[config.mk]
export PLATFORM = sky130hd
export DESIGN_NAME = pc_counter
export DESIGN_NICKNAME = d
export VERILOG_FILES = /design/src/common/cpu_pkg.sv /design/src/hdl/pc_counter.sv
export VERILOG_INCLUDE_DIRS = /design/src /design/src/common
export SDC_FILE = /design/constraint.sdc
export NUM_CORES = 1
export LEC_CHECK = 0
export BUFFER_PORTS_ARGS = -buffer_cell sky130_fd_sc_hd__buf_2
export CAP_MARGIN = 40
export CORE_ASPECT_RATIO = 1.1
export CORE_MARGIN = 4
export CORE_UTILIZATION = 50
export CTS_BUF_LIST = sky130_fd_sc_hd__clkbuf_16
export DETAILED_ROUTE_END_ITERATION = 12
export GPL_ROUTABILITY_DRIVEN = 0
export GPL_TIMING_DRIVEN = 0
export PLACE_DENSITY = 0.74
export SETUP_SLACK_MARGIN = 0.2
export SYNTH_ARGS = -nofsm -noshare
export SYNTH_HDL_FRONTEND = slang
export SYNTH_SLANG_ARGS = --single-unit
[constraint.sdc]
create_clock -name clk -period 5.76 [get_ports clk]
set_input_delay 1.152 -clock clk [delete_from_list [all_inputs] [get_ports clk]]
set_output_delay 1.152 -clock clk [all_outputs]
set_load 0.02 [all_outputs]
[src/common/cpu_cfg.svh]
`ifndef CPU_CFG_SVH
`define CPU_CFG_SVH

`define CPU_XLEN      32
`define CPU_NREGS     32
`define CPU_MEM_WORDS 256
`define CPU_LINK_REG  31

// opcodes live in instruction bits 31:26.
`define CPU_OP_ALU  6'h00
`define CPU_OP_ADDI 6'h01
`define CPU_OP_SHI  6'h02
`define CPU_OP_LW   6'h03
`define CPU_OP_SW   6'h04
`define CPU_OP_BEQ  6'h05
`define CPU_OP_JAL  6'h06
`define CPU_OP_JR   6'h07
`define CPU_OP_HALT 6'h3f

// alu function codes, taken from instruction bits 3:0.
`define CPU_FN_ADD 4'h0
`define CPU_FN_SUB 4'h1
`define CPU_FN_AND 4'h2
`define CPU_FN_OR  4'h3
`define CPU_FN_XOR 4'h4
`define CPU_FN_SLL 4'h5
`define CPU_FN_SRL 4'h6
`define CPU_FN_SRA 4'h7

`endif
[src/common/cpu_pkg.sv]
`include "cpu_cfg.svh"

package cpu_pkg;

    // data, address and instruction words share one width.
    typedef logic [`CPU_XLEN-1:0] word_t;

    typedef logic [$clog2(`CPU_NREGS)-1:0] reg_idx_t;

    // immediate field, sign extended wherever it is used.
    typedef logic signed [15:0] imm_t;

    typedef logic [3:0] alu_fn_t;

    // one state per instruction phase, plus the two resting states.
    typedef enum logic [2:0] {
        IDLE,
        FETCH,
        DECODE,
        EXECUTE,
        WRITEBACK,
        HALTED
    } cpu_state_e;

endpackage

[src/hdl/pc_counter.sv]
`timescale 1ns/1ps

module pc_counter (
    input  logic           clk,
    input  logic           rst,
    input  logic           start,
    input  logic           pc_inc,
    input  logic           pc_branch,
    input  logic           pc_jump,
    input  cpu_pkg::imm_t  offset,
    input  cpu_pkg::word_t target,
    output cpu_pkg::word_t pc
);
    import cpu_pkg::*;

    word_t pc_q;
    word_t offset_ext;

    assign offset_ext = {{($bits(word_t)-16){offset[15]}}, offset};

    always_ff @(posedge clk) begin
        if (rst || start) begin
            pc_q <= '0;
        end else if (pc_jump) begin
            pc_q <= target;
        end else if (pc_branch) begin
            // relative to the following instruction.
            pc_q <= pc_q + word_t'(1) + offset_ext;
        end else if (pc_inc) begin
            pc_q <= pc_q + word_t'(1);
        end
    end

    assign pc = pc_q;

    assert property (@(posedge clk) disable iff (rst) $onehot0({pc_inc, pc_branch, pc_jump}))
        else $error("more than one pc update requested");

endmodule

After elaboration in Yosys (flattened, before gate mapping)
Cells that the tools add are included.
{"block": "word_totals", "elab_cells": 8, "reg_bits": 32}
{"block": "op_classes", "add_sub_neg": 2, "muxes": 3, "n_reduce_logical": 2}
{"operator": "2-to-1 mux 32 bit", "count": 3}
{"operator": "adder 32 x 1 -> 32 bit, second input constant", "count": 1}
{"operator": "adder 32 bit", "count": 1}
{"operator": "nonzero test 3 bit", "count": 1}
{"operator": "logical OR 1 bit", "count": 1}

Depth between registers and ports, before layout
{"block": "logic_depth", "word_depth": 4, "mapped_depth": 16, "mapped_depth_nobuf": 15}

Worst setup path before layout
No wires, ideal clock.
{"block": "synth_path", "kind": "reg-to-reg", "from": "register pc_q[0], in the netlist pc[0]", "to": "register pc_q[30], in the netlist pc[30]", "slack_ns": 2.253, "n_path_buf": 1, "required_time_ns": 5.697, "arrival_ns": 3.445, "path_stages_with_launch": 17, "setup_time_ns": 0.063, "path_cell_list": "dfxtp_1 ha_1 and3_1 and4_1 buf_2 nand2_1 nor3_1 xor2_1 ha_1 and3_1 and2_0 and4_1 a31oi_1 o21ai_0 a311oi_1 or4_1 nand3_1"}
{"block": "synth_between", "elab_chain_len": 4}
{"element": "from (decl)", "line": "pc_counter.sv:16", "rtl": "word_t pc_q;"}
{"element": "from (signal assigned)", "line": "pc_counter.sv:25", "rtl": "pc_q <= target;"}
{"element": "from (signal assigned)", "line": "pc_counter.sv:28", "rtl": "pc_q <= pc_q + word_t'(1) + offset_ext;"}
{"element": "from (signal assigned)", "line": "pc_counter.sv:30", "rtl": "pc_q <= pc_q + word_t'(1);"}
{"element": "adder 32 x 1 -> 32 bit (*)", "line": "pc_counter.sv:28, pc_counter.sv:30"}
{"element": "adder 32 bit / 2-to-1 mux 32 bit (equally long branches)", "line": "pc_counter.sv:28, pc_counter.sv:29"}
{"element": "2-to-1 mux 32 bit (*)", "line": "pc_counter.sv:26", "rtl": "end else if (pc_branch) begin"}
{"element": "2-to-1 mux 32 bit (*)", "line": "pc_counter.sv:24", "rtl": "end else if (pc_jump) begin"}
Mark *: on every way between the ends. The rest lies on a longest branch, timed or not. The select of a mux whose other input is x is not followed.
A chain may end at the register's enable or synchronous reset.

Worst setup path in the final report
{"block": "layout_path", "from": "register pc_q[0], in the netlist pc[0]", "to": "register pc_q[25], in the netlist pc[25]"}
Same word-level chain as after synthesis.

==> results.toml <==
[synthesis]
ys_warn_count = 0
async_reset_ff_share_pct = 0
synth_area_um2 = 4170
seq_area_frac_synth_pct = 15.4
synth_top_area_share_pct = 15.4
synth-main-ff-cell = "dfxtp_1"
synthTopCellsByCount = "60 x nand2_1, 51 x nor2_1, 45 x a21oi_1"
synthCells = 556
synth_edf_count = 0
synth_top_area_cell = "dfxtp_1"
synth.avg_cell_area_um2 = 7.50
synth_seq_cells = 32
synth.distinct_cells = 67
synth_nets = 650
synthTopCellsByArea = "dfxtp_1 15%, ha_1 12%, xnor2_1 7.8%, xor2_1 6.5%, a21oi_1 5.4%"
yosysMostFrequentCell = "nand2_1"

[critical_path]
critical_path.max_stage_delay_ns = 0.47
arrival_ns = 4.33
path_class = "reg2reg"
r2r_start = "pc[0]"
crit_path_top_delay_cell = "dfxtp_1"
rr_worst_depth = 16
r2r-end = "pc[25]"
cp-end-kind = "flip-flop"
path_cells = "ha_1, and3_1, and4_1, buf_2, nand2_1, nor3_1, xor2_1, ha_1, and3_1, a31oi_1, o21ai_0, a21o_1, a221oi_2, o21ai_1, xnor2_1, o22ai_1"
critPathBufInv = 1
required_ns = 5.92
critPathLaunchType = "flip-flop"
cp_max_fo = 7
reg2reg_slack_ns = 1.59
crit_family = "compound AO/OA/AOI/OAI gates"

[power]
switchingPower_w = 0.000314
comb_power_share_pct = 36.9
design_power_total_w = 0.000823
swShare_pct = 38.2
pwr_density_cell_nw_per_um2 = 169
power_leakage_nw = 2.26
ir_drop_uv = 110
cell_internal_pwr_w = 0.000509
p_clk_share_pct = 32.3
p_seq_share_pct = 30.8

[sta]
clock.fmax_mhz = 240
finalMaxSlewViolations = 0
skew_ns = 0.00449
finalHoldViolCount = 0
fin_crit_sh_pct = 72.4
worst_pin_slew_ns = 0.799
min_period_ns = 4.17
max_slew_margin_pct = 46.3
layout_setup_ws_ns = 1.59
rsz0062_at_grt = "false"
finalSetupTns_ns = 0
final-setup-viol-count = 0

[worst_hold_path]
min_path_cells = 2
min_from = "pc[1]"
hold_path_end = "pc[1]"
hold_class = "reg2reg"

[layout]
antenna_cells = 0
area_delta_synth_final_pct = 16.5
multiInputGateArea_um2 = 3410
postLayoutCellArea_um2 = 4860
nNetsFinal = 741
seq_area_um2 = 641
largest_register_ffs = 32
fill_cells = 755
layout-drive-gt1-share_pct = 17.6

[clock_network]
cts_tree = "yes"
cts_setup_buffers = 0
clockBufferDepth = 2
root_buffer = "clkbuf_16"
hold_buffers = 0
cts.sinks = 32
worstSkewPairLatency_ns = 0.29
cts_made_buffers = 5
cts_resized = 0
clkSlewWorstSetupHoldPaths_ns = 0.06
ctsHtreeMaxLevel = 2

[placement]
portBuffers = 84
dpl-instance-area_um2 = 4730
dp_slack_ns = 1.70
hpwlAfterDp_um = 11200

[floorplanning]
die_h_um = 104
core_um2 = 8040
rows = 34
pin_count = 86
die_w_um = 95.1
fp.dieArea_um2 = 9870
initial_core_util_pct = 51.9

[global_routing]
gr-total-overflow = 0
grt_pass1_vias = 4739
grt_max_degree = 28
grt_use_total_pct = 29.6
grt_pass1_wl_um = 23300
antenna_found_initial = 0

[run]
maxCapViolCount = 0

[routing]
viasPerCell = 6.38
detail-route-antenna-nets = 0
drc_errors = 0
wire_per_inst_um = 19.3
drt_wl_total_um = 14600
drt-initial-drc-count = 463
vias = 4815
first_pass_iters = 6

[status]
status = "complete, no violations"
[power groups by stage]
stage	Sequential (W)	Clock, W	Combinational [W]
after global placement	0.000257	0	0.000290
after global routing	0.000255	0.000271	0.000332
after floorplan	0.000267	0	0.000194
after detailed placement	0.000257	0	0.000297
final	0.000253	0.000266	0.000304
after CTS	0.000252	0.000263	0.000299
[layout by cell type, fill, tap and decap left out, types with 3 or more instances in the layout]
| master | n |
|---|---|
| o211ai_1 | 4 |
| ha_1 | 39 |
| xnor2_1 | 37 |
| nand4_2 | 3 |
| a22oi_1 | 5 |
| nand4b_1 | 3 |
| nand4_1 | 14 |
| o21ai_0 | 32 |
| a222oi_1 | 10 |
| o21a_1 | 3 |
| nor3_1 | 11 |
| o221ai_1 | 7 |
| nor2_1 | 51 |
| dfxtp_1 | 32 |
| o21ai_1 | 4 |
| nand3_2 | 3 |
| xor2_1 | 31 |
| clkbuf_16 | 5 |
| mux2i_1 | 4 |
| a21o_1 | 19 |
| a21oi_1 | 45 |
| clkbuf_1 | 18 |
| buf_2 | 87 |
| a211oi_1 | 7 |
| inv_1 | 10 |
| and2_1 | 4 |
| and3_1 | 8 |
| and4_1 | 3 |
| a31oi_1 | 6 |
| or3_1 | 5 |
| nand3_1 | 21 |
| nand2_1 | 60 |
| o22ai_1 | 7 |
[stage by stage]
step                      hold WS [ns]  instances  utilization, %
after CTS                        0.604        755            60.5
after detailed placement         0.595        748            58.8
final                            0.604        755            60.5
after floorplan                  0.618        556               -
after global placement           0.585        748            58.8
after global routing             0.632        755            60.5
[worst reg2reg max path, delay by kind of cell (launching register included)]
kind	cells	cell delay, ns
compound gates	6	1.24
xor+xnor	2	0.46
fa+ha+maj	2	0.52
buf+inv	1	0.21
flops	1	0.47
simple gates	5	1.14
[routing by layer]
layer	part of all wire, %	vias to the layer above	GRT usage (%)
met4	3.8	0	13.6
met1	40	2269	37.1
met3	8.2	47	5.08
met2	48	241	48.6
met5	0	-	0
li1	-	2258	-
[kinds of logic (layout without fill, tap and decap cells)]
kind of cell	after synthesis	in the layout	share of synthesized area [%]
AO/OA/AOI/OAI	172	172	27.8
XOR/XNOR	70	70	15.1
adder cells (fa/ha/maj)	40	40	12.2
buffers and inverters	31	122	2.88
flip-flops	32	32	15.4
multiplexers	4	4	0.960
AND/OR/NAND/NOR	207	207	25.8
[worst max path at each step]
stage | startpoint | to | slack (ns) | cells after the start
after CTS | pc[0] | pc[29] | 1.65 | 16
after detailed placement | pc[0] | pc[29] | 1.70 | 16
after global routing | pc[0] | pc[29] | 1.34 | 16
after global placement | pc[0] | pc[29] | 1.72 | 16
final | pc[0] | pc[25] | 1.59 | 16
after floorplan | pc[0] | pc[30] | 2.25 | 16
[cell type report]
cell class | count | area share, %
sequential | 32 | 13.2
clock inverter | 2 | 0.154
timing repair buffer | 84 | 8.65
clock buffer | 5 | 2.57
inverter | 10 | 0.772
tap | 108 | 2.78
buffer | 21 | 1.70
multi-input combinational | 493 | 70.2
No activity file was read; power rests on OpenSTA's default activity.
