File: src/common/cpu_cfg.svh
`ifndef CPU_CFG_SVH
`define CPU_CFG_SVH

`define CPU_XLEN      32
`define CPU_NREGS     32
`define CPU_MEM_WORDS 256
`define CPU_LINK_REG  31

// opcodes live in instruction bits 31:26.
`define CPU_OP_ALU  6'h00
`define CPU_OP_ADDI 6'h01
`define CPU_OP_SHI  6'h02
`define CPU_OP_LW   6'h03
`define CPU_OP_SW   6'h04
`define CPU_OP_BEQ  6'h05
`define CPU_OP_JAL  6'h06
`define CPU_OP_JR   6'h07
`define CPU_OP_HALT 6'h3f

// alu function codes, taken from instruction bits 3:0.
`define CPU_FN_ADD 4'h0
`define CPU_FN_SUB 4'h1
`define CPU_FN_AND 4'h2
`define CPU_FN_OR  4'h3
`define CPU_FN_XOR 4'h4
`define CPU_FN_SLL 4'h5
`define CPU_FN_SRL 4'h6
`define CPU_FN_SRA 4'h7

`endif
File: src/common/cpu_pkg.sv
`include "cpu_cfg.svh"

package cpu_pkg;

    // data, address and instruction words share one width.
    typedef logic [`CPU_XLEN-1:0] word_t;

    typedef logic [$clog2(`CPU_NREGS)-1:0] reg_idx_t;

    // immediate field, sign extended wherever it is used.
    typedef logic signed [15:0] imm_t;

    typedef logic [3:0] alu_fn_t;

    // one state per instruction phase, plus the two resting states.
    typedef enum logic [2:0] {
        IDLE,
        FETCH,
        DECODE,
        EXECUTE,
        WRITEBACK,
        HALTED
    } cpu_state_e;

endpackage

File: src/control/control_fsm.sv
`timescale 1ns/1ps
`include "cpu_cfg.svh"

module control_fsm (
    input  logic             clk,
    input  logic             rst,
    input  logic             start,
    input  logic [5:0]       opcode,
    input  cpu_pkg::alu_fn_t alu_fn_field,
    input  logic             operands_equal,
    output logic             busy,
    output logic             halted,
    output logic             retire,
    output logic             ir_load,
    output logic             addr_sel,
    output logic             mem_write,
    output logic             reg_write,
    output logic             ab_set,
    output logic             alu_src,
    output logic             const_src,
    output logic             reg_data,
    output logic             reg_to_pc,
    output logic             reg_write_select,
    output cpu_pkg::alu_fn_t alu_control,
    output logic             pc_inc,
    output logic             pc_branch,
    output logic             pc_jump
);
    import cpu_pkg::*;

    cpu_state_e state_q, next_state;
    logic       in_wb;
    logic       writes_reg, writes_mem, is_branch, is_jal, is_jr, is_halt;
    logic       take_branch;

    always_ff @(posedge clk) begin
        if (rst) begin
            state_q <= IDLE;
        end else begin
            state_q <= next_state;
        end
    end

    always_comb begin
        next_state = state_q;
        case (state_q)
            IDLE, HALTED: if (start) next_state = FETCH;
            FETCH:        next_state = DECODE;
            DECODE:       next_state = EXECUTE;
            EXECUTE:      next_state = WRITEBACK;
            WRITEBACK:    next_state = is_halt ? HALTED : FETCH;
            default:      next_state = IDLE;
        endcase
    end

    // decode; unknown opcodes fall through as a no-operation.
    always_comb begin
        alu_src          = 1'b0;
        const_src        = 1'b0;
        reg_data         = 1'b1;
        reg_to_pc        = 1'b0;
        reg_write_select = 1'b0;
        alu_control      = `CPU_FN_ADD;
        writes_reg       = 1'b0;
        writes_mem       = 1'b0;
        is_branch        = 1'b0;
        is_jal           = 1'b0;
        is_jr            = 1'b0;
        is_halt          = 1'b0;
        case (opcode)
            `CPU_OP_ALU: begin
                alu_control = alu_fn_field;
                writes_reg  = 1'b1;
            end
            `CPU_OP_ADDI: begin
                alu_src          = 1'b1;
                reg_write_select = 1'b1;
                writes_reg       = 1'b1;
            end
            `CPU_OP_SHI: begin
                alu_src          = 1'b1;
                const_src        = 1'b1;
                alu_control      = alu_fn_field;
                reg_write_select = 1'b1;
                writes_reg       = 1'b1;
            end
            `CPU_OP_LW: begin
                alu_src          = 1'b1;
                reg_data         = 1'b0;
                reg_write_select = 1'b1;
                writes_reg       = 1'b1;
            end
            `CPU_OP_SW: begin
                alu_src    = 1'b1;
                writes_mem = 1'b1;
            end
            `CPU_OP_BEQ: begin
                alu_control = `CPU_FN_SUB;
                is_branch   = 1'b1;
            end
            `CPU_OP_JAL: begin
                reg_to_pc  = 1'b1;
                writes_reg = 1'b1;
                is_jal     = 1'b1;
            end
            `CPU_OP_JR:   is_jr   = 1'b1;
            `CPU_OP_HALT: is_halt = 1'b1;
            default: ;
        endcase
    end

    assign in_wb       = (state_q == WRITEBACK);
    assign take_branch = is_jal || (is_branch && operands_equal);

    assign busy      = (state_q != IDLE) && (state_q != HALTED);
    assign halted    = (state_q == HALTED);
    assign retire    = in_wb;
    assign ir_load   = (state_q == DECODE);
    assign addr_sel  = (state_q != FETCH);
    assign ab_set    = in_wb;
    assign mem_write = writes_mem && (state_q == EXECUTE);
    assign reg_write = writes_reg && in_wb;
    assign pc_branch = take_branch && in_wb;
    assign pc_jump   = is_jr && in_wb;
    assign pc_inc    = in_wb && !take_branch && !is_jr;

    assert property (@(posedge clk) disable iff (rst) !(mem_write && reg_write))
        else $error("memory write and register write in the same cycle");

    // a retiring instruction was fetched from loaded memory.
    assert property (@(posedge clk) disable iff (rst) retire |-> !$isunknown(opcode))
        else $error("retired an instruction with an unknown opcode");

endmodule

File: config.mk
export PLATFORM = sky130hd
export DESIGN_NAME = control_fsm
export DESIGN_NICKNAME = d
export VERILOG_FILES = /design/src/common/cpu_pkg.sv /design/src/control/control_fsm.sv
export VERILOG_INCLUDE_DIRS = /design/src /design/src/common
export SDC_FILE = /design/constraint.sdc
export NUM_CORES = 1
export LEC_CHECK = 0
export BUFFER_PORTS_ARGS = -buffer_cell sky130_fd_sc_hd__buf_4
export CORE_AREA = 2 2 39 41
export DETAILED_ROUTE_END_ITERATION = 8
export DIE_AREA = 0 0 41 43
export PLACE_DENSITY = 0.7
export SLEW_MARGIN = 20
export SYNTH_ARGS = -nofsm -noshare
export SYNTH_HDL_FRONTEND = slang
export SYNTH_SLANG_ARGS = --single-unit
File: constraint.sdc
create_clock -name clk -period 1.3 [get_ports clk]
set_clock_uncertainty 0.2 [all_clocks]
set_input_delay 0.195 -clock clk [delete_from_list [all_inputs] [get_ports clk]]
set_output_delay 0.195 -clock clk [all_outputs]
set_load 0.01 [all_outputs]
Word-level counts from Yosys, hierarchy flattened
Index checks and enable logic that the tools add are counted.
{ "totals": {"ff_bits": 3, "in_bits": 14, "out_inout_bits": 20, "wordCells": 50} }
{ "classes": {"n_eq_ne": 16, "mux": 14, "reduce_logical": 19} }
{ "op_table": {"columns": ["op", "n"], "rows": [
  ["6-bit by 3-bit == test with 1-bit output (second input constant)", 4],
  ["3-bit one-hot mux with 5 select lines", 1],
  ["6-bit by 2-bit == test with 1-bit output (second input constant)", 2],
  ["1-bit two-way mux", 10],
  ["1-bit logical AND", 8],
  ["4-bit one-hot mux with 2 select lines", 1],
  ["3-bit by 2-bit == test with 1-bit output (second input constant)", 2],
  ["3-bit == test (second input constant)", 2],
  ["6-bit by 1-bit == test with 1-bit output (second input constant)", 1],
  ["6-bit == test (second input constant)", 1],
  ["6-bit logical NOT", 1],
  ["3-bit two-way mux", 2],
  ["5-bit OR reduction", 1],
  ["2-bit OR reduction", 2],
  ["4-bit OR reduction", 1],
  ["3-bit by 1-bit == test with 1-bit output (second input constant)", 1],
  ["3-bit logical NOT", 1],
  ["3-bit by 1-bit inequality test with 1-bit output (second input constant)", 1],
  ["3-bit inequality test (second input constant)", 1],
  ["3-bit nonzero test", 1],
  ["3-bit OR reduction", 1],
  ["1-bit logical NOT", 2],
  ["2-bit inequality test (second input constant)", 1],
  ["1-bit logical OR", 1]
]} }

Longest topological paths before layout
{ "depth": {"depth_word": 7, "ltp_mapped": 4, "depth_no_buf": 3} }

Worst setup path after synthesis
OpenSTA, ideal clock, no wires.
{ "synth_timing": {"path_kind": "register to output", "startpoint": "register state_q[2]", "endpoint": "output port pc_branch", "arrival_time_ns": 1.098, "required_ns": 0.905, "path_slack_ns": -0.193, "path_stages_with_launch": 4, "n_path_buf": 0, "cell_sequence": "dfxtp_1 > nor3b_2 > nand3_1 > a21oi_1"} }
{ "synth_via": {"elab_chain_cells": 2} }
{ "synth_rtl": {"columns": ["element", "line_no", "source"], "rows": [
  ["start, declared", "control_fsm.sv:31", "cpu_state_e state_q, next_state;"],
  ["start signal, assigned", "control_fsm.sv:40", "state_q <= next_state;"],
  ["3-bit == test", "control_fsm.sv:112", "assign in_wb = (state_q == WRITEBACK);"],
  ["named net ab_set", "control_fsm.sv:18", "output logic ab_set,"],
  ["1-bit logical AND", "control_fsm.sv:123", "assign pc_branch = take_branch && in_wb;"],
  ["end, declared", "control_fsm.sv:26", "output logic pc_branch,"]
]} }
The timed path passes the listed nets, and every way through them passes these cells.

Worst setup path after layout
{ "layout_timing": {"startpoint": "register state_q[2]", "endpoint": "output port pc_inc"} }
{ "layout_via": {"elab_chain_cells": 3} }
{ "layout_rtl": {"columns": ["element", "line_no", "source"], "rows": [
  ["3-bit == test", "control_fsm.sv:112", null],
  ["1-bit logical AND (2 in a row)", "control_fsm.sv:125", "assign pc_inc = in_wb && !take_branch && !is_jr;"],
  ["end, declared", "control_fsm.sv:25", "output logic pc_inc,"]
]} }
No other way between the ends.

==> results.toml <==
[die]
die_w_microns = 41
row_count = 14
die_h_microns = 43
start_util_pct = 25.0
core-area_sq_um = 1380
ioPinCount = 34
die_area_sq_um = 1760

[yosys]
syn_area_sq_um = 345
ys_ff_latch = 3
yosys_warnings = 0
yosysTopAreaCell = "dfxtp_1"
synth_nets = 67
synthMuxAreaShare_pct = 0
synth_top_area_share_pct = 17.4
synth_compound_area_share_pct = 19.9
ys_seq_area_share_pct = 17.4
syn_avg_cell_area_sq_um = 6.52
synth_cell_types = 24
syn_inst = 53
synth_top_family_by_area = "simple AND/OR/NAND/NOR gates"
synth_xor_area_share_pct = 2.54
yosys.area_share.simple_pct = 53.6
synth_adder_area_share_pct = 0
synth.area.top_cells = "dfxtp_1, nor2_1, a21oi_1, and3_1, nand2b_1"

[worst_setup_path]
crit_type = "register to output port"
cp_max_fo = 4
arrival_ns = 1.25
end_kind = "output port"
start_kind = "register"
crit_top_cell = "buf_4"
slowest_delay_ns = 0.35
cpMaxStageDelayCell = "dfxtp_2"
worstPathRequired_ns = 0.90
critPathTopFamily = "flip-flops"
crit_chain = "nor3b_4 -> buf_4 -> o21a_1 -> buf_4"
cp_num_buf_inv = 2

[timing]
period_needed_ns = 1.65
tightestPinTransition_ns = 0.244
hold_slack_ns = 0.0858
maxSlewViolCount = 0
setup_tns_ns = -3.45
hold_violations = 0
rsz0062_at_grt = "true"
max_freq_mhz = 608
setup_viol = 19
post-route-period-util_pct = 127
slew_headroom_pct = 83.7
final.setup.worst_slack_ns = -0.346

[power_and_ir_drop]
ir_drop_v = 0.000524
fin_total_pwr_w = 0.000483
leakagePower_nw = 0.427
powerDensity_nw_per_um2 = 522

[layout]
area_growth_pct = 168
fillers = 123
final_layout_size_suffix_gt1_share_pct = 76.7
mostFrequentLayoutCells = "buf_4, buf_6, nor2_2"
layout_commonest_cell = "buf_4"
multi_input_area_sq_um = 377
seqCellArea_sq_um = 68.8
largest_reg_flops = 3
reg.largest.list = "state_q: 3 flops"
regMostFlops = "state_q"
nets = 118
diodes = 0

[global_route]
grt_pass1_wl_microns = 2090
grt_pass1_vias = 504
grt_max_degree = 10
grt_usage_pct = 16.9
antenna_found_initial = 0
grt_overflow_total = 0

[run_status]
violations = "setup timing"
status = "finished with violations"

[detailed_routing]
drc = 0
num_vias = 560
drt-initial-drc-count = 6
ant_nets = 0
routedWlPerCell_microns = 11.5
drtPass1Iterations = 2
via_per_inst = 4.71
totalWireLength_microns = 1360

[clock_network]
cts_buffers = 3
clk_pin_slew_worst_paths_ns = 0.03
cts_tree = "yes"
root_buffer = "clkbuf_4"
clock_path_buffers = 2
clk_latency_ns = 0.23
cts_num_sinks = 3
htree_levels = 1

[place]
gp_congestion = 0.708
portBuffers = 33
dpl.hpwl_microns = 1000

[flow_run]
maxCapViolCount = 0

[min_path]
min_path_type = "primary input to register"
cell families after synthesis:
kind of cell           count (synthesis)
AO/OA/AOI/OAI                         11
buffers and inverters                  5
XOR/XNOR                               1
AND/OR/NAND/NOR                       33
flip-flops                             3
final cells by class:
class                   instances  area share, %
repair buffers                 48           45.7
multi-input cells              45           40.7
flip-flops and latches          3           7.43
clock buffers                   4           2.84
well taps                      16           2.16
inverters                       3           1.22
worst reg2reg max path, stage by stage (launching register included):
cell and delay (ns):
dfxtp_4 0.36, buf_4 0.13, nand2b_4 0.13, o21ai_0 0.08, a32o_1 0.27
report_power, final:
part	internal [W]	switching, W	leakage (nW)
clock network	0.000115	0.0000450	0.0150
logic	0.000122	0.0000917	0.385
registers	0.0000999	0.0000102	0.0264
total	0.000336	0.000147	0.427
synthesized netlist by cell type:
cell / n
o21a_1: 1
nand3_1: 1
and3_1: 4
nor3_2: 1
a32o_1: 1
nand2b_1: 4
a2bb2oi_1: 1
o21bai_1: 1
clkbuf_1: 1
nand4_1: 1
nand2_1: 5
a21oi_1: 5
nor2_1: 8
or3_4: 1
nor3_1: 3
o21ai_0: 2
buf_4: 1
nor3b_2: 1
and2_1: 1
or3_1: 2
nand3b_1: 1
xor2_1: 1
inv_1: 3
dfxtp_1: 3
worst paths after layout:
path,from,cells past startpoint,to,slack [ns]
max,state_q[2]$_SDFFE_PP0P_,4,pc_inc,-0.35
min reg2reg,state_q[1]$_SDFFE_PP0P_,2,state_q[1]$_SDFFE_PP0P_,0.40
min,start,3,state_q[0]$_SDFFE_PP0P_,0.09
max reg2reg,state_q[1]$_SDFFE_PP0P_,4,state_q[2]$_SDFFE_PP0P_,0.02
routing by layer:
layer / global-route usage, % / vias up / wire [microns] / part of all wire (%)
met2: 31.6 / 22 / 774 / 57
met4: 6.00 / 0 / 0 / 0
met5: 0 / - / 0 / 0
met1: 18.6 / 249 / 492 / 36
met3: 0 / 0 / 97 / 7.1
li1: - / 289 / - / -
repair_timing:
| item | CTS | global route |
|---|---|---|
| endpoints found under the hold margin | 2 | 0 |
| setup endpoints to repair | 20 | 22 |
| buffers inserted | 2 | 2 |
| hold buffers | 1 | 0 |
| pin swaps | 11 | 10 |
| gates resized for setup | 26 | 12 |
stage by stage:
step           utilization [%]  setup slack, ns  cell area (sq um)  instances
6_report                  66.9           -0.346                926        119
5_1_grt                   66.9           -0.396                926        119
4_1_cts                   62.7           -0.338                868        118
3_5_place_dp              51.9           -0.256                718        111
3_3_place_gp              51.9           -0.248                718        111
2_1_floorplan                -          -0.0550                379         53
(Power assumes the default switching activity.)
